**src/source/bus_pkg.sv**
```systemverilog
`default_nettype none

// wishbone side widths and ram sizing
package bus_pkg;

  localparam int BUS_DW = 32;  // data width
  localparam int BUS_AW = 32;  // byte address width

  // default depth in words, power of two so the index wraps cleanly
  localparam int RAM_WORDS_DEFAULT = 1024;

endpackage

`default_nettype wire

```
**src/source/bus_arbiter.sv**
```systemverilog
`timescale 1ns/1ns
`default_nettype none

module bus_arbiter (
  input  wire                          clk,
  input  wire                          rst_n,
  input  wire                          dreq_i,          // held until dack_o
  input  wire                          dwe_i,
  input  wire  [bus_pkg::BUS_AW-1:0]   daddr_i,
  input  wire  [bus_pkg::BUS_DW-1:0]   dwdata_i,
  input  wire                          refill_req_i,    // held until refill_ack_o
  input  wire  [bus_pkg::BUS_AW-1:0]   refill_addr_i,
  input  wire  [bus_pkg::BUS_DW-1:0]   wb_dat_r_i,
  input  wire                          wb_ack_i,
  output logic [bus_pkg::BUS_DW-1:0]   drdata_o,
  output logic                         dack_o,
  output logic                         refill_ack_o,
  output logic [bus_pkg::BUS_DW-1:0]   refill_data_o,
  output logic                         wb_cyc_o,
  output logic                         wb_stb_o,
  output logic                         wb_we_o,
  output logic [bus_pkg::BUS_AW-1:0]   wb_adr_o,
  output logic [bus_pkg::BUS_DW-1:0]   wb_dat_w_o
);

  import bus_pkg::*;

  // owner state, both low means idle
  logic own_data_q;
  logic own_refill_q;
  logic idle;
  logic grant_data;
  logic grant_refill;

  assign idle         = !own_data_q && !own_refill_q;
  assign grant_data   = idle && dreq_i;                  // data port first
  assign grant_refill = idle && !dreq_i && refill_req_i;

  always_ff @(posedge clk or negedge rst_n) begin
    if (!rst_n) begin
      own_data_q   <= 1'b0;
      own_refill_q <= 1'b0;
      wb_we_o      <= 1'b0;
    end else if (grant_data) begin
      own_data_q <= 1'b1;
      wb_we_o    <= dwe_i;
    end else if (grant_refill) begin
      own_refill_q <= 1'b1;
      wb_we_o      <= 1'b0;      // refills only read
    end else if (wb_ack_i) begin
      // cycle ends where ack is sampled, one idle cycle follows
      own_data_q   <= 1'b0;
      own_refill_q <= 1'b0;
    end
  end

  // address and write data stay put for the whole cycle
  always_ff @(posedge clk) begin
    if (grant_data) begin
      wb_adr_o   <= daddr_i;
      wb_dat_w_o <= dwdata_i;
    end else if (grant_refill) begin
      wb_adr_o <= refill_addr_i;
    end
  end

  assign wb_cyc_o = !idle;
  assign wb_stb_o = !idle;       // classic, no waits between cyc and stb

  // responses only go to whoever owns the bus
  assign dack_o        = own_data_q && wb_ack_i;
  assign drdata_o      = own_data_q ? wb_dat_r_i : '0;
  assign refill_ack_o  = own_refill_q && wb_ack_i;
  assign refill_data_o = own_refill_q ? wb_dat_r_i : '0;

endmodule

`default_nettype wire

```
**config.mk**
```make
export PLATFORM = sky130hd
export DESIGN_NAME = bus_arbiter
export DESIGN_NICKNAME = d
export VERILOG_FILES = /design/src/source/bus_pkg.sv /design/src/source/bus_arbiter.sv
export SDC_FILE = /design/constraint.sdc
export NUM_CORES = 1
export LEC_CHECK = 0
export ABC_AREA = 1
export ABC_CLOCK_PERIOD_IN_PS = 2600
export BUFFER_PORTS_ARGS = -buffer_cell sky130_fd_sc_hd__buf_2
export CELL_PAD_IN_SITES_DETAIL_PLACEMENT = 1
export CELL_PAD_IN_SITES_GLOBAL_PLACEMENT = 1
export CORE_ASPECT_RATIO = 2
export CORE_MARGIN = 3
export CORE_UTILIZATION = 26
export DETAILED_ROUTE_END_ITERATION = 8
export HOLD_SLACK_MARGIN = 0.03
export MAX_ROUTING_LAYER = met4
export PLACE_DENSITY_LB_ADDON = 0.3
export SETUP_SLACK_MARGIN = 0.15
export SKIP_CTS_REPAIR_TIMING = 1
export SYNTH_ARGS = -nofsm -noshare
export SYNTH_HDL_FRONTEND = slang
export SYNTH_SLANG_ARGS = --single-unit
export TNS_END_PERCENT = 30
```
**constraint.sdc**
```tcl
create_clock -name clk -period 2.6 [get_ports clk]
set_input_delay 0.26 -clock clk [delete_from_list [all_inputs] [get_ports clk]]
set_output_delay 0.26 -clock clk [all_outputs]
set_load 0.05 [all_outputs]
```
Word-level counts from Yosys, hierarchy flattened
Cells that the tools add are included.

Register bits: 67. Bits in latches: 0. RAM bits: 0. Bits in read-only memories: 0. Input bits: 134. Output and inout bits: 133. Logic and storage cells: 32. Memories: 0.

Add/sub/neg operators: 0. Multipliers: 0. Divide/modulo/power cells: 0. Order comparisons: 0. Eq/ne operators: 1. Shift-type cells: 0. Muxes and demuxes: 10. Bitwise logic cells: 1. Reduce and logical (&&, ||, !) cells: 15.

Operator list (number): $mux 32 (4); $logic_and 1x1->1 (6); $mux 1 (6); $reduce_bool 2->1 (3); $logic_not 1->1 (4); $reduce_and 2->1 (2); $ne 2x2->1 const B (1); $not 1->1 (1).

Logic depth before layout (Yosys ltp)
Depth in word-level cells: 6. Mapped depth: 7.

Worst setup path after synthesis
No wires, ideal clock.

Path kind: register to register. Start: register own_refill_q. End: register wb_dat_w_o[0] (netlist bit), enable pin. Library setup time: 0.387 ns. Data arrival time: 1.487 ns. Slack: 0.727 ns. Stages on the path, launching flop included: 6. Path buffers: 2. Clock period less this slack: 1.873 ns. Cell sequence: dfrtp_1 -> buf_6 -> nor2_8 -> nand2_2 -> clkbuf_2 -> inv_1.

Longest elaborated chain between the ends: 3.

RTL lines: from (decl) (line bus_arbiter.sv:30) `logic own_refill_q;`; from (signal assigned) (line bus_arbiter.sv:42) `own_refill_q <= 1'b0;`; from (signal assigned) (line bus_arbiter.sv:48) `own_refill_q <= 1'b1;`; from (signal assigned) (line bus_arbiter.sv:53) `own_refill_q <= 1'b0;`; $logic_not 1->1 (line bus_arbiter.sv:35) `assign idle = !own_data_q && !own_refill_q;`; $logic_and 1x1->1 (line bus_arbiter.sv:35); $logic_and 1x1->1 (line bus_arbiter.sv:36) `assign grant_data = idle && dreq_i;`; net grant_data (line bus_arbiter.sv:32) `logic grant_data;`; to (signal assigned) (line bus_arbiter.sv:61) `wb_dat_w_o <= dwdata_i;`; to (decl) (line bus_arbiter.sv:23) `output logic [bus_pkg::BUS_DW-1:0] wb_dat_w_o`.

The timed path passes the listed nets, and every way through them passes these cells. A chain may end at the register's enable or synchronous reset.

Worst setup path after layout
Start: register own_data_q. End: output drdata_o[25] (netlist bit).

Longest elaborated chain between the ends: 1.

RTL lines: from (decl) (line bus_arbiter.sv:29) `logic own_data_q;`; from (signal assigned) (line bus_arbiter.sv:41) `own_data_q <= 1'b0;`; from (signal assigned) (line bus_arbiter.sv:45) `own_data_q <= 1'b1;`; from (signal assigned) (line bus_arbiter.sv:52) `own_data_q <= 1'b0;`; $mux 32 (line bus_arbiter.sv:72) `assign drdata_o = own_data_q ? wb_dat_r_i : '0;`; to (decl) (line bus_arbiter.sv:15) `output logic [bus_pkg::BUS_DW-1:0] drdata_o,`.

No other way between the ends.

==> key figures <==
Clock tree
  • Root Driver: clkbuf_16
  • CTS tree: done
  • CTS buffer count: 9
  • Clk sink count: 67
  • CTS H-Tree Depth: 3
  • Clock transition at path regs: 50 ps
  • Clock Tree Buf Depth: 2
  • Later-pin clock latency in the skew report: 330 ps

GRT
  • Initial antenna violation count: 0
  • Most used routing layer: met2
  • Tot GR Track Use: 16.48%
  • GR Layer Usage met1: 15.73%
  • Grt total ovfl: 0
  • Vias in the first global route: 3333
  • Met3 Track Usage GR: 4.849%
  • Grt met2 use: 30.67%
  • Largest net degree at the start of global routing: 66
  • First-pass GRT wire length: 16700 um

Placed design
  • HPWL Detailed: 9009 um
  • Placed Cells: 725
  • DP Area: 0.004576 mm2
  • GPL Wtd Cong: 0.7968
  • Port Buffer Count: 266

Setup path
  • WP data required: 2340 ps
  • Worst EP arrival: 1600 ps
  • CP Capture Type: primary output
  • R2r worst-path depth: 5
  • Slowest cell on the critical path: dfrtp_1
  • Critical Setup Path Class: flip-flop to primary output
  • Max FO, Critical Path: 34
  • Worst setup SP type: flip-flop
  • Max stage delay on crit path: 440 ps
  • Crit-path cells: buf_4 -> nand2_1 -> inv_1 -> buf_2

Logic synthesis
  • Netlist cell types: 16
  • Netlist area before placement: 0.003141 mm2
  • Syn Nets: 459
  • Register area share after synthesis: 63.59%
  • Register bit total from synthesis: 67
  • Synth warn: 0
  • Synthesized instance count: 325
  • Syn avg cell area: 9.663 um2

Min path
  • WHS Path Cells: 1
  • Hold WC Path Type: primary input to flip-flop

STA
  • Max Freq: 0.5364 GHz
  • Final setup fails: 0
  • Worst Tran Pin Value: 721.2 ps
  • Final setup TNS: 0 ps
  • Final Max Tran Viols: 0
  • Period Utilization, post-route: 71.71%
  • Setup Skew: 4.332 ps
  • Tmin final: 1864 ps
  • Slew headroom: 51.92%
  • RSZ-0062 raised after global routing: false
  • Final hold vios: 0

Run
  • MaxCap Viol Count: 0

Drt
  • Total number of vias: 3142
  • Drt total wl: 10950 um
  • Vias per cell: 4.235
  • # DRC: 0
  • Initial DRC Count: 72
  • WL per Instance: 14.75 um
  • DR pass1 iterations: 4
  • Antenna Nets Post-Route: 0

Layout
  • Fin area: 0.004920 mm2
  • # fillers: 1487
  • Share of post-route cells with drive strength above 1: 50.25%
  • Ant. Diodes: 0
  • Area grow syn2layout: 56.65%
  • Fin util: 41.79%
  • Non-filler cells, final: 742
  • Post-layout nets: 726

Die
  • CORE AREA: 0.01177 mm2
  • Rows: 56
  • Ports: 267
  • Die height: 161.4 um
  • Chip Width: 83.72 um
  • Initial Util: 26.68%
  • Die area: 0.01351 mm2

Power
  • Pleak: 3.016 nW
  • Pwr Density: 960.5 mW/mm2
  • Worst vdd ir: 0.0004614 V

Run status
  • Status: finished clean
==> power breakdown <==
| group | switching, W | total [W] | internal [W] |
|---|---|---|---|
| logic | 0.00151 | 0.00189 | 0.000380 |
| clock network | 0.000431 | 0.00136 | 0.000933 |
| registers | 0.0000545 | 0.00147 | 0.00142 |
| total | 0.00199 | 0.00473 | 0.00273 |
==> registers in the layout (all words and copies together), names as in the netlist <==
| register | flops |
|---|---|
| wb_adr_o | 32 |
| wb_dat_w_o | 32 |
| own_data_q | 1 |
| own_refill_q | 1 |
| wb_we_o | 1 |
==> Yosys cell counts, drive strengths merged <==
cell,count,share of area [%]
inv,103,12
nand2,101,12
edfxtp,64,61
o21ai,35,7.3
buf,9,2.8
clkbuf,7,0.88
dfrtp,3,2.4
nand3,1,0.16
nand3b,1,0.24
nor2,1,0.64
==> metal layers <==
layer  wire (um)  part of all wire (%)
met2        5994                    55
met3        1020                   9.3
met5           0                     0
met1        3657                    33
met4         274                   2.5
==> worst paths after layout <==
kind	startpoint	end	slack, ps
setup reg to reg	own_refill_q	wb_adr_o[17]	1000
hold reg to reg	wb_we_o	wb_we_o	480
hold / removal	dwdata_i[1]	wb_dat_w_o[1]	100
setup / recovery	own_data_q	drdata_o[25]	740
min in group asynchronous	rst_n	own_data_q	270
max in group asynchronous	rst_n	own_refill_q	2220
==> critical path: cells and delay by family (launching register included) <==
kind                   cells  cell delay (ps)
AND/OR/NAND/NOR            1              120
flip-flops                 1              440
buffers and inverters      3              680
==> area by class of cell <==
| cell class | instances | area [um2] | share of cell area, % |
|---|---|---|---|
| timing repair buffer | 272 | 1379 | 28.03 |
| clock inverter | 5 | 101.3 | 2.060 |
| sequential | 67 | 1997 | 40.59 |
| tap | 145 | 181.4 | 3.688 |
| clock buffer | 11 | 232.7 | 4.730 |
| inverter | 103 | 386.6 | 7.859 |
| multi-input combinational | 139 | 641.9 | 13.05 |
==> logic make-up (layout without fill, tap and decap cells) <==
logic type	count (synthesis)	after routing	share of synthesized area (%)
AO/OA/AOI/OAI	35	35	7.251
buffers and inverters	119	391	15.98
flip-flops	67	67	63.59
AND/OR/NAND/NOR	104	104	13.19
==> layout by cell type, fill, tap and decap left out <==
master,n
nor2_8,1
buf_4,5
o21ai_0,5
o21ai_2,14
nand3_1,1
clkinv_1,1
o21ai_1,16
edfxtp_1,64
inv_1,103
clkbuf_16,9
dfrtp_1,3
nand2_1,100
clkinvlp_4,1
bufinv_16,3
nand3b_1,1
clkbuf_1,2
buf_2,266
nand2_2,1
dlygate4sd3_1,1
==> stage by stage <==
| step | power (W) | hold slack, ps | worst slack (ps) |
|---|---|---|---|
| 5_1_grt | 0.004952 | 88.66 | 628.7 |
| 3_3_place_gp | 0.003370 | 56.84 | 1031 |
| 2_1_floorplan | 0.002943 | -35.59 | 726.7 |
| 3_5_place_dp | 0.003411 | 58.58 | 935.3 |
| 6_report | 0.004726 | 104.8 | 735.6 |
| 4_1_cts | 0.004795 | -297.6 | 714.9 |
(Power assumes the default switching activity.)
