===== src/source/fetch_pkg.sv =====
`default_nettype none

// core side geometry and encodings for the fetch path
package fetch_pkg;

  localparam int XLEN        = 32;  // address and instruction width
  localparam int LINE_WORDS  = 4;   // words per cache line
  localparam int OFFSET_BITS = 2;   // word select inside a line
  localparam int INDEX_BITS  = 4;   // 16 lines

  // tag is whatever is left above index, offset and the two byte bits
  localparam int TAG_BITS = XLEN - INDEX_BITS - OFFSET_BITS - 2;

  localparam logic [XLEN-1:0] RESET_PC = 32'h0000_0000;  // first fetch address
  localparam logic [XLEN-1:0] NOP_INST = 32'h0000_0013;  // addi x0, x0, 0 bubble

endpackage

`default_nettype wire


===== src/source/icache.sv =====
`timescale 1ns/1ns
`default_nettype none

module icache (
  input  wire                        clk,
  input  wire                        rst_n,
  input  wire                        flush_i,        // drops every line at once
  input  wire  [fetch_pkg::XLEN-1:0] fetch_pc_i,
  input  wire                        refill_ack_i,
  input  wire  [fetch_pkg::XLEN-1:0] refill_data_i,
  output logic                       hit_o,
  output logic [fetch_pkg::XLEN-1:0] hit_word_o,
  output logic                       refill_req_o,
  output logic [fetch_pkg::XLEN-1:0] refill_addr_o   // byte address of the word
);

  import fetch_pkg::*;

  // pc split
  logic [TAG_BITS-1:0]    pc_tag;
  logic [INDEX_BITS-1:0]  pc_idx;
  logic [OFFSET_BITS-1:0] pc_off;

  // line storage
  logic [XLEN-1:0]          data_q [2**INDEX_BITS][LINE_WORDS];
  logic [TAG_BITS-1:0]      tag_q  [2**INDEX_BITS];
  logic [2**INDEX_BITS-1:0] valid_q;

  // refill fsm, idle when busy_q is low
  logic                   busy_q;
  logic                   stale_q;     // flush seen while refilling
  logic [TAG_BITS-1:0]    ref_tag_q;
  logic [INDEX_BITS-1:0]  ref_idx_q;
  logic [OFFSET_BITS-1:0] ref_cnt_q;   // word being fetched, in order
  logic                   start_refill;
  logic                   last_word;

  assign {pc_tag, pc_idx, pc_off} = fetch_pc_i[XLEN-1:2];  // byte bits ignored

  assign hit_o      = valid_q[pc_idx] && (tag_q[pc_idx] == pc_tag);
  assign hit_word_o = data_q[pc_idx][pc_off];

  assign start_refill = !busy_q && !hit_o;
  assign last_word    = busy_q && refill_ack_i &&
                        (ref_cnt_q == OFFSET_BITS'(LINE_WORDS - 1));

  always_ff @(posedge clk or negedge rst_n) begin
    if (!rst_n) begin
      busy_q    <= 1'b0;
      stale_q   <= 1'b0;
      ref_cnt_q <= '0;
    end else if (start_refill) begin
      busy_q    <= 1'b1;
      stale_q   <= 1'b0;         // a flush right now predates the data
      ref_cnt_q <= '0;
    end else if (busy_q) begin
      if (flush_i)
        stale_q <= 1'b1;         // words may predate the flush
      if (refill_ack_i) begin
        ref_cnt_q <= ref_cnt_q + 1'b1;
        if (last_word)
          busy_q <= 1'b0;
      end
    end
  end

  // which line is being refilled
  always_ff @(posedge clk) begin
    if (start_refill) begin
      ref_tag_q <= pc_tag;
      ref_idx_q <= pc_idx;
    end
  end

  // valid bits, flush wins over everything
  always_ff @(posedge clk or negedge rst_n) begin
    if (!rst_n)
      valid_q <= '0;
    else if (flush_i)
      valid_q <= '0;
    else if (start_refill)
      valid_q[pc_idx] <= 1'b0;   // victim line is overwritten word by word
    else if (last_word)
      valid_q[ref_idx_q] <= !stale_q;
  end

  always_ff @(posedge clk) begin
    if (busy_q && refill_ack_i)
      data_q[ref_idx_q][ref_cnt_q] <= refill_data_i;
    if (last_word)
      tag_q[ref_idx_q] <= ref_tag_q;  // tag written with the final word
  end

  assign refill_req_o  = busy_q;      // held until each ack
  assign refill_addr_o = {ref_tag_q, ref_idx_q, ref_cnt_q, 2'b00};

endmodule

`default_nettype wire


===== config.mk =====
export PLATFORM = sky130hd
export DESIGN_NAME = icache
export DESIGN_NICKNAME = d
export VERILOG_FILES = /design/src/source/fetch_pkg.sv /design/src/source/icache.sv
export SDC_FILE = /design/constraint.sdc
export NUM_CORES = 2
export LEC_CHECK = 0
export BUFFER_PORTS_ARGS = -buffer_cell sky130_fd_sc_hd__buf_2
export CORE_MARGIN = 3
export CORE_UTILIZATION = 58
export DETAILED_ROUTE_END_ITERATION = 10
export PLACE_DENSITY = 0.74
export SLEW_MARGIN = 20
export SYNTH_ARGS = -nofsm -noshare
export SYNTH_HDL_FRONTEND = slang
export SYNTH_SLANG_ARGS = --single-unit

===== constraint.sdc =====
create_clock -name clk -period 12.15 [get_ports clk]
set_input_delay 1.215 -clock clk [delete_from_list [all_inputs] [get_ports clk]]
set_output_delay 1.215 -clock clk [all_outputs]
set_load 0.005 [all_outputs]

Yosys cells after proc, flatten, opt, wreduce, memory -nomap -nowiden
Memories as Yosys holds them, arrays and structs flattened. Cells that the tools add are included. Widths: inputs -> output; s select.

Add/subtract/negate cells: 1. $lt $le $gt $ge: 7. Equality and inequality tests: 2. Muxes and demuxes: 29. Bitwise logic cells: 4. Reduce and logical (&&, ||, !) cells: 16.

Operator list (count): $mux 128 (1); $mux 32 (3); $bmux 32 s2 (1); $demux 32 s2 (1); $mux 16 (3); $eq 24x24->1 (1); $and 16x16->16 (1); $bwmux 16 (1); $not 16->16 (1); $mux 1 (13); $lt 4x5->1 const B (2); $demux 1 s4 (2); $ge 4x1->1 const B (2); $logic_and 1x1->1 (7); $ge 3x3->1 const B (2); $mux 2 (3); $not 2->3 (2); $reduce_bool 2->1 (3); $bmux 1 s4 (1); $reduce_and 2->1 (2); $logic_not 1->1 (3); $lt 3x1->1 const B (1); $reduce_bool 3->1 (1); $add 2x1->2 const B (1); $eq 2x2->1 const B (1).

Bits in registers: 48. Bits in writable memories: 2432. Bits of input ports: 68. Output and inout port bits: 66. Logic and storage cells: 67. Memories kept: 2.

Memory list: data_q (words 16, bits a word 128, read ports 1, clocked after memory_dff 0, wr ports 1, line icache.sv:25) `logic [XLEN-1:0] data_q [2**INDEX_BITS][LINE_WORDS];`; tag_q (words 16, bits a word 24, read ports 1, clocked after memory_dff 0, wr ports 1, line icache.sv:26) `logic [TAG_BITS-1:0] tag_q [2**INDEX_BITS];`.

Depth between registers and ports, before layout
Depth after elaboration: 8. Gate-level depth with buffers: 15. Depth with buffers taken out: 9.

Worst setup path after synthesis
Ideal clock, no wire load.

Kind: input -> output. From: in fetch_pc_i[5] in the netlist's numbering. To: out hit_word_o[0] in the netlist's numbering. Arrival: 4.187 ns. Required time: 10.935 ns. Path slack: 6.748 ns. Cell stages on the path: 11. Buffers on the path: 8. Cell sequence: buf_6 buf_8 buf_4 buf_2 buf_4 buf_2 clkbuf_1 clkbuf_1 mux4_2 mux4_2 mux4_2.

Cells in the longest elaborated chain, start to end: 4.

Ends and longest elaborated chain: start: declaration (line icache.sv:8) `input wire [fetch_pkg::XLEN-1:0] fetch_pc_i,`; $mem_v2 16x128; $bmux 32 s2 (line icache.sv:41) `assign hit_word_o = data_q[pc_idx][pc_off];`; $mux 32 (implied by the code) (2 in a row) (line icache.sv:41); end: declaration (line icache.sv:12) `output logic [fetch_pkg::XLEN-1:0] hit_word_o,`.

Every way passes these cells. The select of a mux whose other input is x is not followed.

Worst setup path in the final report
From: in fetch_pc_i[4] in the netlist's numbering. To: out hit_o.

Cells in the longest elaborated chain, start to end: 3. Elaborated cells between the ends (all ways): 5. Classes of those cells: 1 x eq/ne; 2 x mux; 1 x reduce/logical; 1 x memory.

Ends and longest elaborated chain: $mem_v2 16x24 / $bmux 1 s4 (equally long branches); $eq 24x24->1 / $mux 1 (equally long branches) (line icache.sv:40) `assign hit_o = valid_q[pc_idx] && (tag_q[pc_idx] == pc_tag);`; $logic_and 1x1->1 * (line icache.sv:40); end: declaration (line icache.sv:11) `output logic hit_o,`.

Every way passes the cells marked *; elsewhere a longest branch is shown, timed or not. The select of a mux whose other input is x is not followed.

==> run_results.csv <==
group,metric,value,unit
sta,slew_headroom,22.2,%
synth,ys_seq_area_share,78.1,%
final_layout,drive_above_1_share,31.9,%
grt,antenna_found_initial,21,
final_layout,fin_nets,4202,
sta,hold_viol,0,
setup_path,path_class,"in2out",
final_layout,multi_input_area,20400,µm²
setup_path,crit_chain,"buf_8 > buf_4 > mux4_2 > mux2i_1 > mux2i_1 > xor2_1 > nor4_1 > nand4_1 > a2111oi_4 > buf_4 > buf_2",
pwr,p_leak,33.1,nW
floorplan,die_h,411,µm
setup_path,crit_slowest_cell,"nor4_1",
clocking,cts_resized,0,
synth,ys_seq_elements,2480,
placement,dp_hpwl,110000,µm
synth,syn-cell-area,95200,µm²
grt,grt_max_degree,125,
sta,setup_viol,0,
final_layout,fillCellCount,10100,
sta,setup_tns,0,ns
clocking,cts_hold_buf,0,
synth,synth_edf_count,2460,
synth,yosys.area.top_type,"edfxtp_1",
clocking,clk_pin_slew,0.06,ns
pwr,p_int,13.9,mW
floorplan,dieArea,169000,µm²
pwr,p_switching,3.87,mW
clocking,cts_tree,"done",
sta,fmax,144,MHz
clocking,clk_latency,0.85,ns
sta,hold_ws,0.338,ns
routing,vias,43900,
pwr,peakVddDrop,0.000163,V
synth,yosysWarnings,0,
setup_path,worstPathArrival,5.72,ns
floorplan,dieWidth,411,µm
synth,syn_inst,3866,
grt,grt_pass1_vias,44900,
setup_path,crit_fanout,68,
pwr,cellPowerDensity,167,nW/µm²
floorplan,io_pins,134,
clocking,cts_sinks,2480,
setup_path,crit_family,"buffers and inverters",
sta,min_period,6.93,ns
grt,grt_pass1_wl,322000,µm
clocking,cts_buffers,231,
synth,synth.most_common_cell,"edfxtp_1",
sta,fin_crit_sh,57.0,%
setup_path,critPathLaunchType,"primary input",
routing,antenna_left,0,
placement,port_buffers,129,
routing,wl,223000,µm
routing,first_iter_violations,6044,
setup_path,max_stage_delay,0.82,ns
synth,avgSynthCellArea,24.6,µm²
setup_path,endpoint_kind,"primary output",
floorplan,initial_core_util,58.4,%
sta,rsz0062_at_grt,"no",
run_status,outcome,"finished clean",
synth,synth_top_area_share,77.6,%
routing,viasPerCell,6.76,
synth,async_flop_share,0.806,%
hold_path,worstHoldPathType,"in2async",
floorplan,fp.coreArea,163000,µm²
clocking,cts-htree-levels,4,
pwr,power.total,17.8,mW
final_layout,seq_area,74400,µm²
grt,grt_use_total,26.9,%
run,max-cap-violations,0,
sta,maxSlewViolCount,0,
pwr,p_seq_share,54.4,%
pwr,swShare,21.7,%
final_layout,area_growth,11.9,%
synth,yosysUniqueCellTypes,63,
routing,drcViolationCount,0,
placement,place_congestion,0.807,
pwr,power_frac_comb,6.1,%
floorplan,rows,148,
synth,synth_flop_cell,"edfxtp_1",
sta,worst_pin_slew,1.17,ns
synth,synthTopCellsByArea,"edfxtp_1 78%, mux4_2 17%, mux2i_1 0.87%, dfrtp_1 0.53%, buf_2 0.44%",
grt,overflow,0,
clocking,cts_setup_buffers,0,
routing,drtPass1Iterations,5,
pwr,clkPwrFrac,39.5,%
clocking,cts-root-buf,"clkbuf_16",
clocking,cts_buffer_depth,3,
setup_path,critPathBufInv,4,
sta,clock_skew,0.0370,ns
synth,synth_common_cells,"2460 x edfxtp_1, 734 x mux4_2, 84 x buf_2",
setup_path,cp_data_required_time,10.93,ns
routing,post_drt_wl_per_cell,34.2,µm
[registers in the layout (all words and copies together) (netlist names)]
register      flops
ref_cnt_q         2
valid_q          16
stale_q           1
tag_q           384
ref_idx_q         4
data_q         2048
refill_req_o      1
ref_tag_q        24
[cell type report]
type	instances	share of cell area, %
Multi-Input combinational cell	1175	19.1
Tap cell	2175	2.55
Timing Repair Buffer	229	1.55
Antenna cell	6	0.0141
Clock inverter	136	1.18
Sequential cell	2480	69.8
Clock buffer	289	5.72
Inverter	13	0.0458
[through the flow]
stage | instances | setup slack (ns) | instance area (µm²) | util, %
2_1_floorplan | 3867 | 6.75 | 95200 | -
3_3_place_gp | 6066 | 5.22 | 99000 | 60.8
3_5_place_dp | 6066 | 5.17 | 99000 | 60.8
4_1_cts | 6491 | 5.16 | 106000 | 65.3
5_1_grt | 6499 | 5.00 | 107000 | 65.4
6_report | 6503 | 5.22 | 107000 | 65.4
[layout by cell type, fill, tap and decap left out, drive strengths merged, types with 14 or more instances in the layout]
| cell type | instances |
|---|---|
| nor2b | 24 |
| mux2i | 83 |
| edfxtp | 2460 |
| clkbuf | 289 |
| nand2 | 27 |
| buf | 229 |
| nor2 | 82 |
| inv | 20 |
| xor2 | 14 |
| mux4 | 749 |
| clkinv | 104 |
| bufinv | 18 |
| dfrtp | 20 |
| mux2 | 15 |
| o21ai | 31 |
[power by group through the flow]
stage | clock [mW] | combinational, mW | sequential [mW]
floorplan | 0 | 0.588 | 9.84
finish | 7.03 | 1.08 | 9.69
global placement | 0 | 1.05 | 9.86
detailed placement | 0 | 1.06 | 9.87
global route | 7.45 | 1.14 | 9.70
CTS | 7.12 | 1.07 | 9.69
[path summary, 6_finish.rpt]
| check | startpoint | end | slack [ns] | depth (start not counted) |
|---|---|---|---|---|
| worst max-delay path | fetch_pc_i[4] | hit_o | 5.22 | 11 |
| worst min-delay path | rst_n | ref_cnt_q[1] | 0.34 | 1 |
| worst max register to register | refill_req_o | tag_q[14][18] | 7.93 | 3 |
| worst min register to register | stale_q | stale_q | 0.58 | 2 |
| max in group asynchronous | rst_n | valid_q[1] | 11.46 | 1 |
| min in group clk | stale_q | stale_q | 0.58 | 2 |
[kinds of logic (layout without fill, tap and decap cells)]
family | count (synthesis) | in the layout | synth area share, %
AOI/OAI and AO/OA | 102 | 102 | 0.773
DFF | 2480 | 2480 | 78.1
muxes | 847 | 847 | 18.8
and+or+nand+nor | 193 | 193 | 0.977
adders and majority gates | 4 | 4 | 0.0526
xor gates and xnor gates | 27 | 27 | 0.248
other | 1 | 8 | 0.00394
buffers and inverters | 212 | 667 | 1.04
[layer usage]
| layer | routed length [µm] | up-vias | track usage, % |
|---|---|---|---|
| met2 | 108000 | 2672 | 41.7 |
| met5 | 27 | - | 0 |
| met3 | 24700 | 442 | 6.60 |
| met4 | 6820 | 4 | 8.12 |
| met1 | 83000 | 23500 | 38.6 |
| li1 | - | 17300 | - |
Note: power is estimated with default switching activity, not from simulation.
