==> config.mk <==
export PLATFORM = sky130hd
export DESIGN_NAME = fetch_ctrl
export DESIGN_NICKNAME = d
export VERILOG_FILES = /design/src/source/fetch_pkg.sv /design/src/source/fetch_ctrl.sv
export SDC_FILE = /design/constraint.sdc
export NUM_CORES = 1
export LEC_CHECK = 0
export BUFFER_PORTS_ARGS = -buffer_cell sky130_fd_sc_hd__buf_2
export CORE_MARGIN = 3
export CORE_UTILIZATION = 32
export CTS_BUF_LIST = sky130_fd_sc_hd__clkbuf_2
export DETAILED_ROUTE_END_ITERATION = 10
export SYNTH_ARGS = -nofsm -noshare
export SYNTH_HDL_FRONTEND = slang
export SYNTH_SLANG_ARGS = --single-unit
==> constraint.sdc <==
create_clock -name clk -period 1.7 [get_ports clk]
set_input_delay 0 -clock clk [delete_from_list [all_inputs] [get_ports clk]]
set_output_delay 0 -clock clk [all_outputs]
set_load 0.02 [all_outputs]
==> src/source/fetch_pkg.sv <==
`default_nettype none

// core side geometry and encodings for the fetch path
package fetch_pkg;

  localparam int XLEN        = 32;  // address and instruction width
  localparam int LINE_WORDS  = 4;   // words per cache line
  localparam int OFFSET_BITS = 2;   // word select inside a line
  localparam int INDEX_BITS  = 4;   // 16 lines

  // tag is whatever is left above index, offset and the two byte bits
  localparam int TAG_BITS = XLEN - INDEX_BITS - OFFSET_BITS - 2;

  localparam logic [XLEN-1:0] RESET_PC = 32'h0000_0000;  // first fetch address
  localparam logic [XLEN-1:0] NOP_INST = 32'h0000_0013;  // addi x0, x0, 0 bubble

endpackage

`default_nettype wire

==> src/source/fetch_ctrl.sv <==
`timescale 1ns/1ns
`default_nettype none

module fetch_ctrl (
  input  wire                        clk,
  input  wire                        rst_n,
  input  wire                        redirect_i,     // from a later stage
  input  wire  [fetch_pkg::XLEN-1:0] redirect_pc_i,
  input  wire                        stall_i,
  input  wire                        hit_i,          // cache has fetch_pc_o
  input  wire  [fetch_pkg::XLEN-1:0] hit_word_i,
  output logic [fetch_pkg::XLEN-1:0] fetch_pc_o,
  output logic [fetch_pkg::XLEN-1:0] inst_o,
  output logic [fetch_pkg::XLEN-1:0] inst_pc_o,
  output logic                       inst_valid_o
);

  import fetch_pkg::*;

  logic [XLEN-1:0] pc_q;
  logic [XLEN-1:0] inst_q;     // raw word, shown only while valid
  logic [XLEN-1:0] inst_pc_q;
  logic            valid_q;
  logic            take_hit;   // hit that actually advances

  assign take_hit = !redirect_i && !stall_i && hit_i;

  // priority redirect, stall, hit, miss
  always_ff @(posedge clk or negedge rst_n) begin
    if (!rst_n) begin
      pc_q    <= RESET_PC;
      valid_q <= 1'b0;
    end else if (redirect_i) begin
      pc_q    <= redirect_pc_i;
      valid_q <= 1'b0;          // old word is dropped
    end else if (stall_i) begin
      pc_q    <= pc_q;          // hold everything
      valid_q <= valid_q;
    end else if (hit_i) begin
      pc_q    <= pc_q + 32'd4;
      valid_q <= 1'b1;
    end else begin
      valid_q <= 1'b0;          // waiting on refill
    end
  end

  // fetch register payload
  always_ff @(posedge clk) begin
    if (take_hit) begin
      inst_q    <= hit_word_i;
      inst_pc_q <= pc_q;
    end
  end

  assign fetch_pc_o   = pc_q;
  assign inst_pc_o    = inst_pc_q;
  assign inst_valid_o = valid_q;
  assign inst_o       = valid_q ? inst_q : NOP_INST;  // bubble when nothing valid

endmodule

`default_nettype wire

==> Word level (Yosys, flattened, before mapping) <==
Index checks and enable logic that the tools add are counted.
{ "totals": {"reg_bits": 97, "inputBits": 69, "output_inout_bits": 97, "wordCells": 19} }
{ "classes": {"n_addsub": 1, "eq_ne": 1, "mux": 7, "reduce_logical": 6} }
{ "ops": {"columns": ["cell", "n"], "rows": [
  ["$mux W32", 4],
  ["$add A32 B3 Y32 const B", 1],
  ["$mux W1", 3],
  ["$logic_and A1 B1 Y1", 2],
  ["$logic_not A1 Y1", 2],
  ["$ne A2 B2 Y1 const B", 1],
  ["$reduce_and A2 Y1", 1],
  ["$reduce_bool A2 Y1", 1]
]} }

==> Longest topological paths before layout <==
Gate-level depths: netlist of run 1.
{ "depth": {"ltp_word": 4, "mapped_depth": 7, "ltp_nobuf": 6} }

==> Worst setup path before layout of run 1 <==
No wires, ideal clock.
{ "synth_timing": {"path_kind": "input -> register", "from": "in redirect_i", "to": "reg inst_pc_q[0], in the netlist inst_pc_o[0], enable pin", "setup_ns": 0.486, "arrival_time_ns": 3.106, "required_ns": 1.214, "setup_slack_ns": -1.892, "stages": 3, "path_buffers": 2, "cell_sequence": "clkbuf_1 clkbuf_1 nor2_1"} }
{ "synth_via": {"elab_chain_len": 3} }
{ "synth_rtl": {"columns": ["item", "line_no", "source"], "rows": [
  ["start: declaration", "fetch_ctrl.sv:7", "input wire redirect_i,"],
  ["$logic_not A1 Y1", "fetch_ctrl.sv:26", "assign take_hit = !redirect_i && !stall_i && hit_i;"],
  ["$logic_and A1 B1 Y1 (2 in a row)", "fetch_ctrl.sv:26", null],
  ["via take_hit", "fetch_ctrl.sv:24", "logic take_hit;"],
  ["end signal: assignment", "fetch_ctrl.sv:51", "inst_pc_q <= pc_q;"],
  ["end: declaration", "fetch_ctrl.sv:22", "logic [XLEN-1:0] inst_pc_q;"]
]} }
The timed path passes the listed nets, and every way through them passes these cells.
A chain may end at the register's enable or synchronous reset.

==> Worst setup path after layout of run 1 <==
{ "layout_timing": {"from": "reg pc_q[2], in the netlist fetch_pc_o[2]", "to": "reg pc_q[3], in the netlist fetch_pc_o[3]"} }
{ "layout_via": {"elab_chain_len": 4} }
{ "layout_rtl": {"columns": ["item", "line_no", "source"], "rows": [
  ["start: declaration", "fetch_ctrl.sv:20", "logic [XLEN-1:0] pc_q;"],
  ["start signal: assignment", "fetch_ctrl.sv:34", "pc_q <= redirect_pc_i;"],
  ["start signal: assignment", "fetch_ctrl.sv:37", "pc_q <= pc_q;"],
  ["start signal: assignment", "fetch_ctrl.sv:40", "pc_q <= pc_q + 32'd4;"],
  ["$add A32 B3 Y32", "fetch_ctrl.sv:40", null],
  ["$mux W32", "fetch_ctrl.sv:39", "end else if (hit_i) begin"],
  ["$mux W32", "fetch_ctrl.sv:36", "end else if (stall_i) begin"],
  ["$mux W32", "fetch_ctrl.sv:33", "end else if (redirect_i) begin"]
]} }
Every way passes these cells. The select of a mux whose other input is x is not followed.

==> impl_results.md, run 1 <==
* Status: completed
* Skew final at 0.0193 ns
* CORE AREA at 0.0117 sq mm
* Reg clk slew, reported paths at 0.23 ns
* Post-synthesis area per instance at 13.4 sq um
* Post-Syn Instances at around 300
* Gate power share at 19.3%
* Die H at 117 um
* Post-route ant nets at 0
* CTS tree: yes
* CTS Sinks at 97
* Clk pwr share at 20.2%
* Hold WS at 0.117 ns
* Layout Utilization at between 50% and 60%
* CP Launch Point: fetch_pc_o[2]$_DFFE_PN0N_
* Hold Startpoint: hit_word_i[17]
* Primary FF master, synth: edfxtp_1
* Gr ovfl total at 0
* Least-Margin Pin Slew at 0.780 ns
* Root Driver: clkbuf_2
* Fin area at between 0.006 and 0.007 sq mm
* Number of global-route vias before repair at 3392
* Fin. max-slew vios at 0
* Worst skew pair latency at 0.58 ns
* Total Routed Length at between 10000 and 15000 um
* Cell Int Power at about 3300 uW
* Reg2reg start: fetch_pc_o[2]$_DFFE_PN0N_
* H-Tree Depth at 3
* Hpwl dp at 7160 um
* Layout overhead on the synthesized area at 56.1%
* Layout cells sized above 1 at 37.6%
* Asr flop ratio synth at 34.0%
* Slew headroom at between 40% and 50%
* WL/cell at between 15 and 20 um
* DRC Markers at 0
* Register area share after synthesis at 70.3%
* CP Capture Type: flip-flop
* Cell Area, Placed at 0.00505 sq mm
* Power per cell area at about 750 mW/mm^2
* Maximum VDD drop at 0.403 mV
* EDFF count, synth at 64
* Synthesized area at 0.00391 sq mm
* RePlAce Congestion at approximately 0.78
* Kind of critical path: flip-flop to flip-flop
* Dpl cells at 608
* TritonRoute pass-1 iters at 6
* Tmin final at roughly 1.6 ns
* Initial antenna violation count at 0
* Crit path DAT at 2.09 ns
* First-pass GRT wire length at 16800 um
* IO buf count at 165
* Initial DRC count at 212
* Final TNS setup at 0 ns
* Final period util at 94.8%
* # Max-Cap Violations at 0
* Rows at 39
* Maximum clock rate at 0.621 GHz
* Hold Vio Cnt, Final at 0
* Setup-failing EPs final at 0
* Post-synth net total at 362
* Synthesis-stage register bit count at 97
* Ports at ~170
* Total GRT Usage at 16.2%
* Seq pwr share at 60.5%
* Sw Ratio at 28.0%
* Initial Util at 33.5%
* Final nets at between 600 and 700
* Worst-case clock buffer depth at 2
* CTS Buf Count at 9
* Crit-path max FO at 2
* Static Leakage at 0.00264 uW
* CP Data Required Time at 2.18 ns
* Startpoint Class: flip-flop
* Die footprint at 0.0136 sq mm
* RSZ-0062 raised after global routing: no
* Hold WC Path Type: input pin to flip-flop
* Switching Power at 1280 uW
* Final cell count without fillers at 721
* Register-to-register setup slack at between 0.08 and 0.09 ns
* Largest net degree at the start of global routing at 35
* Via-per-instance ratio at 4.57
* Die width at 117 um
* Netlist cell types at 30
* Total number of vias at 3298
* Yosys warns at 0
[cells in the final DEF (no fill, tap or decap), drive strengths merged]
cell type	synthesis	final
diode	0	1
xnor2	4	4
a21oi	1	1
dlygate4sd3	0	91
mux2	2	2
buf	4	192
nand4b	1	1
nand3	10	10
clkbuf	10	11
inv	1	1
dfrtp	33	33
clkinv	0	5
nor2	3	3
and4	2	2
ha	1	1
nor2b	1	1
mux2i	1	1
and2	30	30
xor2	25	25
nand2	39	39
nand2b	4	4
and3	7	7
nand3b	1	1
nor4	1	1
o21ai	30	30
nor3	4	4
edfxtp	64	64
nand4	13	13
[path summary, 6_finish.rpt]
| path | endpoint | cells after the start |
|---|---|---|
| max | fetch_pc_o[3]$_DFFE_PN0N_ | 4 |
| min | inst_q[17]$_DFFE_PP_ | 2 |
| max reg2reg | fetch_pc_o[3]$_DFFE_PN0N_ | 4 |
| min reg2reg | inst_pc_o[1]$_DFFE_PP_ | 0 |
| max in group asynchronous | fetch_pc_o[2]$_DFFE_PN0N_ | 3 |
| min in group asynchronous | fetch_pc_o[23]$_DFFE_PN0N_ | 3 |
[metrics by stage]
step	total power [uW]	setup WS, ns
after floorplan	3160	0.00404
after global routing	4820	0.000316
after detailed placement	3510	0.0759
after global placement	3490	0.168
after CTS	4630	0.0322
final	4560	0.0884
[repair_timing]
item / in CTS / in global routing
hold buffers: 91 / 1
endpoints found under the setup margin: 0 / 39
hold endpoints to repair: 98 / 1
resized for setup: 0 / 9
setup buffers: 0 / 5
[metal layers]
layer  vias up  global-route usage, %  wire length [um]  part of all wire (%)
li1       1591                      -                 -                     -
met1      1578                   18.8              4490                    41
met2       120                   28.3              5410                    50
met3         9                   5.85               869                   8.0
met4         0                   4.33               106                  0.97
met5         -                      0                 0                     0
[cells in the mapped netlist, types with 2 or more instances]
master	n	share of area, %
nand2b_1	3	0.48
nand2_1	39	3.7
nand3_1	9	1.2
and4_1	2	0.45
edfxtp_1	64	49
xnor2_1	4	0.90
and3_1	7	1.1
nor3_1	4	0.51
xor2_1	25	5.6
o21ai_1	15	1.9
buf_4	2	0.38
mux2_2	2	0.58
nor2_1	3	0.29
nand4_1	13	2.1
dfrtp_1	33	21
and2_1	30	4.8
clkbuf_1	10	0.96
o21ai_0	15	1.9
[logic make-up (layout without fill, tap and decap cells)]
family                     after synthesis  count (layout)  synth area share [%]
muxes                                    3               3                 0.832
AOI/OAI and AO/OA                       31              31                  3.97
other                                    0               1                     0
buffers and inverters                   15             300                  1.86
and+or+nand+nor                        116             116                  16.2
adders and majority gates                1               1                 0.320
DFF                                     97              97                  70.3
xor gates and xnor gates                29              29                  6.50
[final cells by class]
cell class                      count  area, sq um
Antenna cell                        1         2.50
Clock buffer                       11         55.1
Clock inverter                      5         22.5
Fill cell                        1036         5560
Inverter                            1         3.75
Multi-Input combinational cell    180         1110
Sequential cell                    97         2750
Tap cell                          143          179
Timing Repair Buffer              283         1980
[flip-flops by register name (all words and copies together) (netlist names)]
signal,flops
fetch_pc_o,32
inst_pc_o,32
inst_q,32
inst_valid_o,1
[critical path, cell delays in order, from the launching register on]
cell and delay, ns:
dfrtp_2 0.45, ha_1 0.28, mux2i_1 0.14, o21ai_0 0.09
dlygate4sd3_1 0.57
[power groups by stage]
stage | clock, uW | sequential (uW) | combinational, uW
final | 919 | 2760 | 880
after global routing | 1070 | 2780 | 961
after CTS | 989 | 2760 | 877
after detailed placement | 0 | 2810 | 700
after global placement | 0 | 2800 | 690
after floorplan | 0 | 2940 | 213
(Power assumes the default switching activity.)
==> run 2, diff against run 1 <==
Settings changed: CTS_BUF_LIST sky130_fd_sc_hd__clkbuf_2 to not set.
Clock period 1.7 ns to 2 ns, I/O delays scaled along.
==> impl_results.md, run 2 (synthesis gave the netlist of run 1 again) <==
* Status: completed
* Final nets at 598
* Via-per-instance ratio at between 4 and 5
* Worst skew pair latency at 0.34 ns
* Diode count at 0
* Maximum clock rate at 0.557 GHz
* Total number of vias at between 3000 and 4000
* WL/cell at ~15 um
* Setup-failing EPs final at 0
* CP Data Required Time at 2.20 ns
* Initial Util at 33.5%
* CORE AREA at 0.0117 sq mm
* CTS tree: yes
* Largest net degree at the start of global routing at 64
* Power per cell area at 783 mW/mm^2
* TritonRoute pass-1 iters at 4
* Final period util at roughly nine tenths
* IO buf count at 165
* Worst-case clock buffer depth at 2
* Hold Vio Cnt, Final at 0
* Crit-path max FO at 11
* Total Routed Length at between 10000 and 15000 um
* Crit path DAT at ~2.0 ns
* H-Tree Depth at 3
* Total power at between 4000 and 5000 uW
* Startpoint Class: flip-flop
* # Max-Cap Violations at 0
* Hpwl dp at 6950 um
* Final TNS setup at 0 ns
* Fin worst setup slack at 0.206 ns
* First-pass GRT wire length at 16300 um
* Number of global-route vias before repair at 3223
* Die footprint at 0.0136 sq mm
* Maximum VDD drop at 0.299 mV
* Fin. max-slew vios at 0
* Layout overhead on the synthesized area at 49.7%
* Hold WC Path Type: input pin to flip-flop
* Initial DRC count at 156
* RePlAce Congestion at 0.752
* Rows at 39
* Initial antenna violation count at 0
* Area of the multi-input gates at 0.00110 sq mm
* Total GRT Usage at between 15 and 20%
* Layout Utilization at 50.2%
* Number of setup buffers added after CTS at 0
* Ports at between 150 and 200
* Static Leakage at 0.00253 uW
* Root Driver: clkbuf_16
* Skew final at 0.00781 ns
* CP Capture Type: flip-flop
* DRC Markers at 0
* Dpl ws at 0.121 ns
* Commonest non-fill, non-tap cell in the layout: buf_2
* Die H at 117 um
* FILL cells at between 1000 and 1500
* RSZ-0062 raised after global routing: no
* Tmin final at 1.79 ns
* Sequential Area at 0.00275 sq mm
* Post-route ant nets at 0
* Reg clk slew, reported paths at 0.06 ns
* CTS Buf Count at 9
* Kind of critical path: flip-flop to flip-flop
* Most frequent cells in the layout: buf_2 (165), dlygate4sd3_1 (66), edfxtp_1 (64), nand2_1 (39), dfrtp_1 (33)
* Layout cells sized above 1 at roughly 37%
* Die width at 117 um
* Gr ovfl total at 0
* CTS Sinks at between 90 and 100
* Least-Margin Pin Slew at 0.821 ns
* Slew headroom at 45.2%
==> run 2: cell types whose count changed in the layout (fill, tap and decap cells not counted), sizes merged <==
cell         change
dlygate4sd3     -25
buf             -19
clkinv           -1
clkinvlp         +1
diode            -1
==> run 2: layer usage <==
metal / GRT usage, % / part of all wire, %
met1: 19.0 / 42
met2: 26.1 / 48
met3: 3.26 / 7.0
met4: 8.43 / 2.9
met5: 0 / 0
==> run 2: final timing paths <==
check                                           from                    endpoint  slack, ns  depth (start not counted)
max                        fetch_pc_o[2]$_DFFE_PN0N_  fetch_pc_o[28]$_DFFE_PN0N_       0.21                          7
min                                            hit_i    inst_valid_o$_DFFE_PN0P_       0.05                          3
max reg2reg                fetch_pc_o[2]$_DFFE_PN0N_  fetch_pc_o[28]$_DFFE_PN0N_       0.21                          7
min reg2reg                fetch_pc_o[1]$_DFFE_PN0P_      inst_pc_o[1]$_DFFE_PP_       0.48                          0
max in group asynchronous                      rst_n  fetch_pc_o[11]$_DFFE_PN0N_       1.18                          2
min in group asynchronous                      rst_n  fetch_pc_o[20]$_DFFE_PN0N_       0.30                          2
==> run 2: final cells by class <==
| cell class | count | area share (%) |
|---|---|---|
| flip-flops and latches | 97 | 46.9 |
| clock inverters | 5 | 0.534 |
| multi-input cells | 180 | 18.8 |
| inverters | 1 | 0.0641 |
| well taps | 143 | 3.06 |
| repair buffers | 239 | 26.4 |
| clock buffers | 11 | 4.15 |
==> run 2: critical path, cell delays in order (launching register included) <==
cell and delay (ns):
dfrtp_1 0.46, ha_1 0.21, nand3b_1 0.18, nor3_2 0.20, buf_4 0.23, nand4_1 0.13
xor2_1 0.17, o21ai_1 0.08
==> run 2: metrics by stage <==
step           std cells  hold slack (ns)  area (sq um)
6_report             676           0.0514          5850
5_1_grt              676           0.0411          5850
4_1_cts              676           0.0281          5850
3_5_place_dp         594            0.148          4920
3_3_place_gp         594            0.134          4920
2_1_floorplan        292           -0.296          3920
==> run 2: timing repair <==
action,4_1_cts,5_1_grt
setup endpoints to repair,0,2
resized for setup,0,1
hold endpoints to repair,98,0
hold buffers,66,0
==> run 2: report_power, final <==
part,switching [uW],leakage [uW],internal [uW]
Clock,717,0.000135,873
Sequential,99.9,0.000992,2280
Combinational,341,0.00140,279
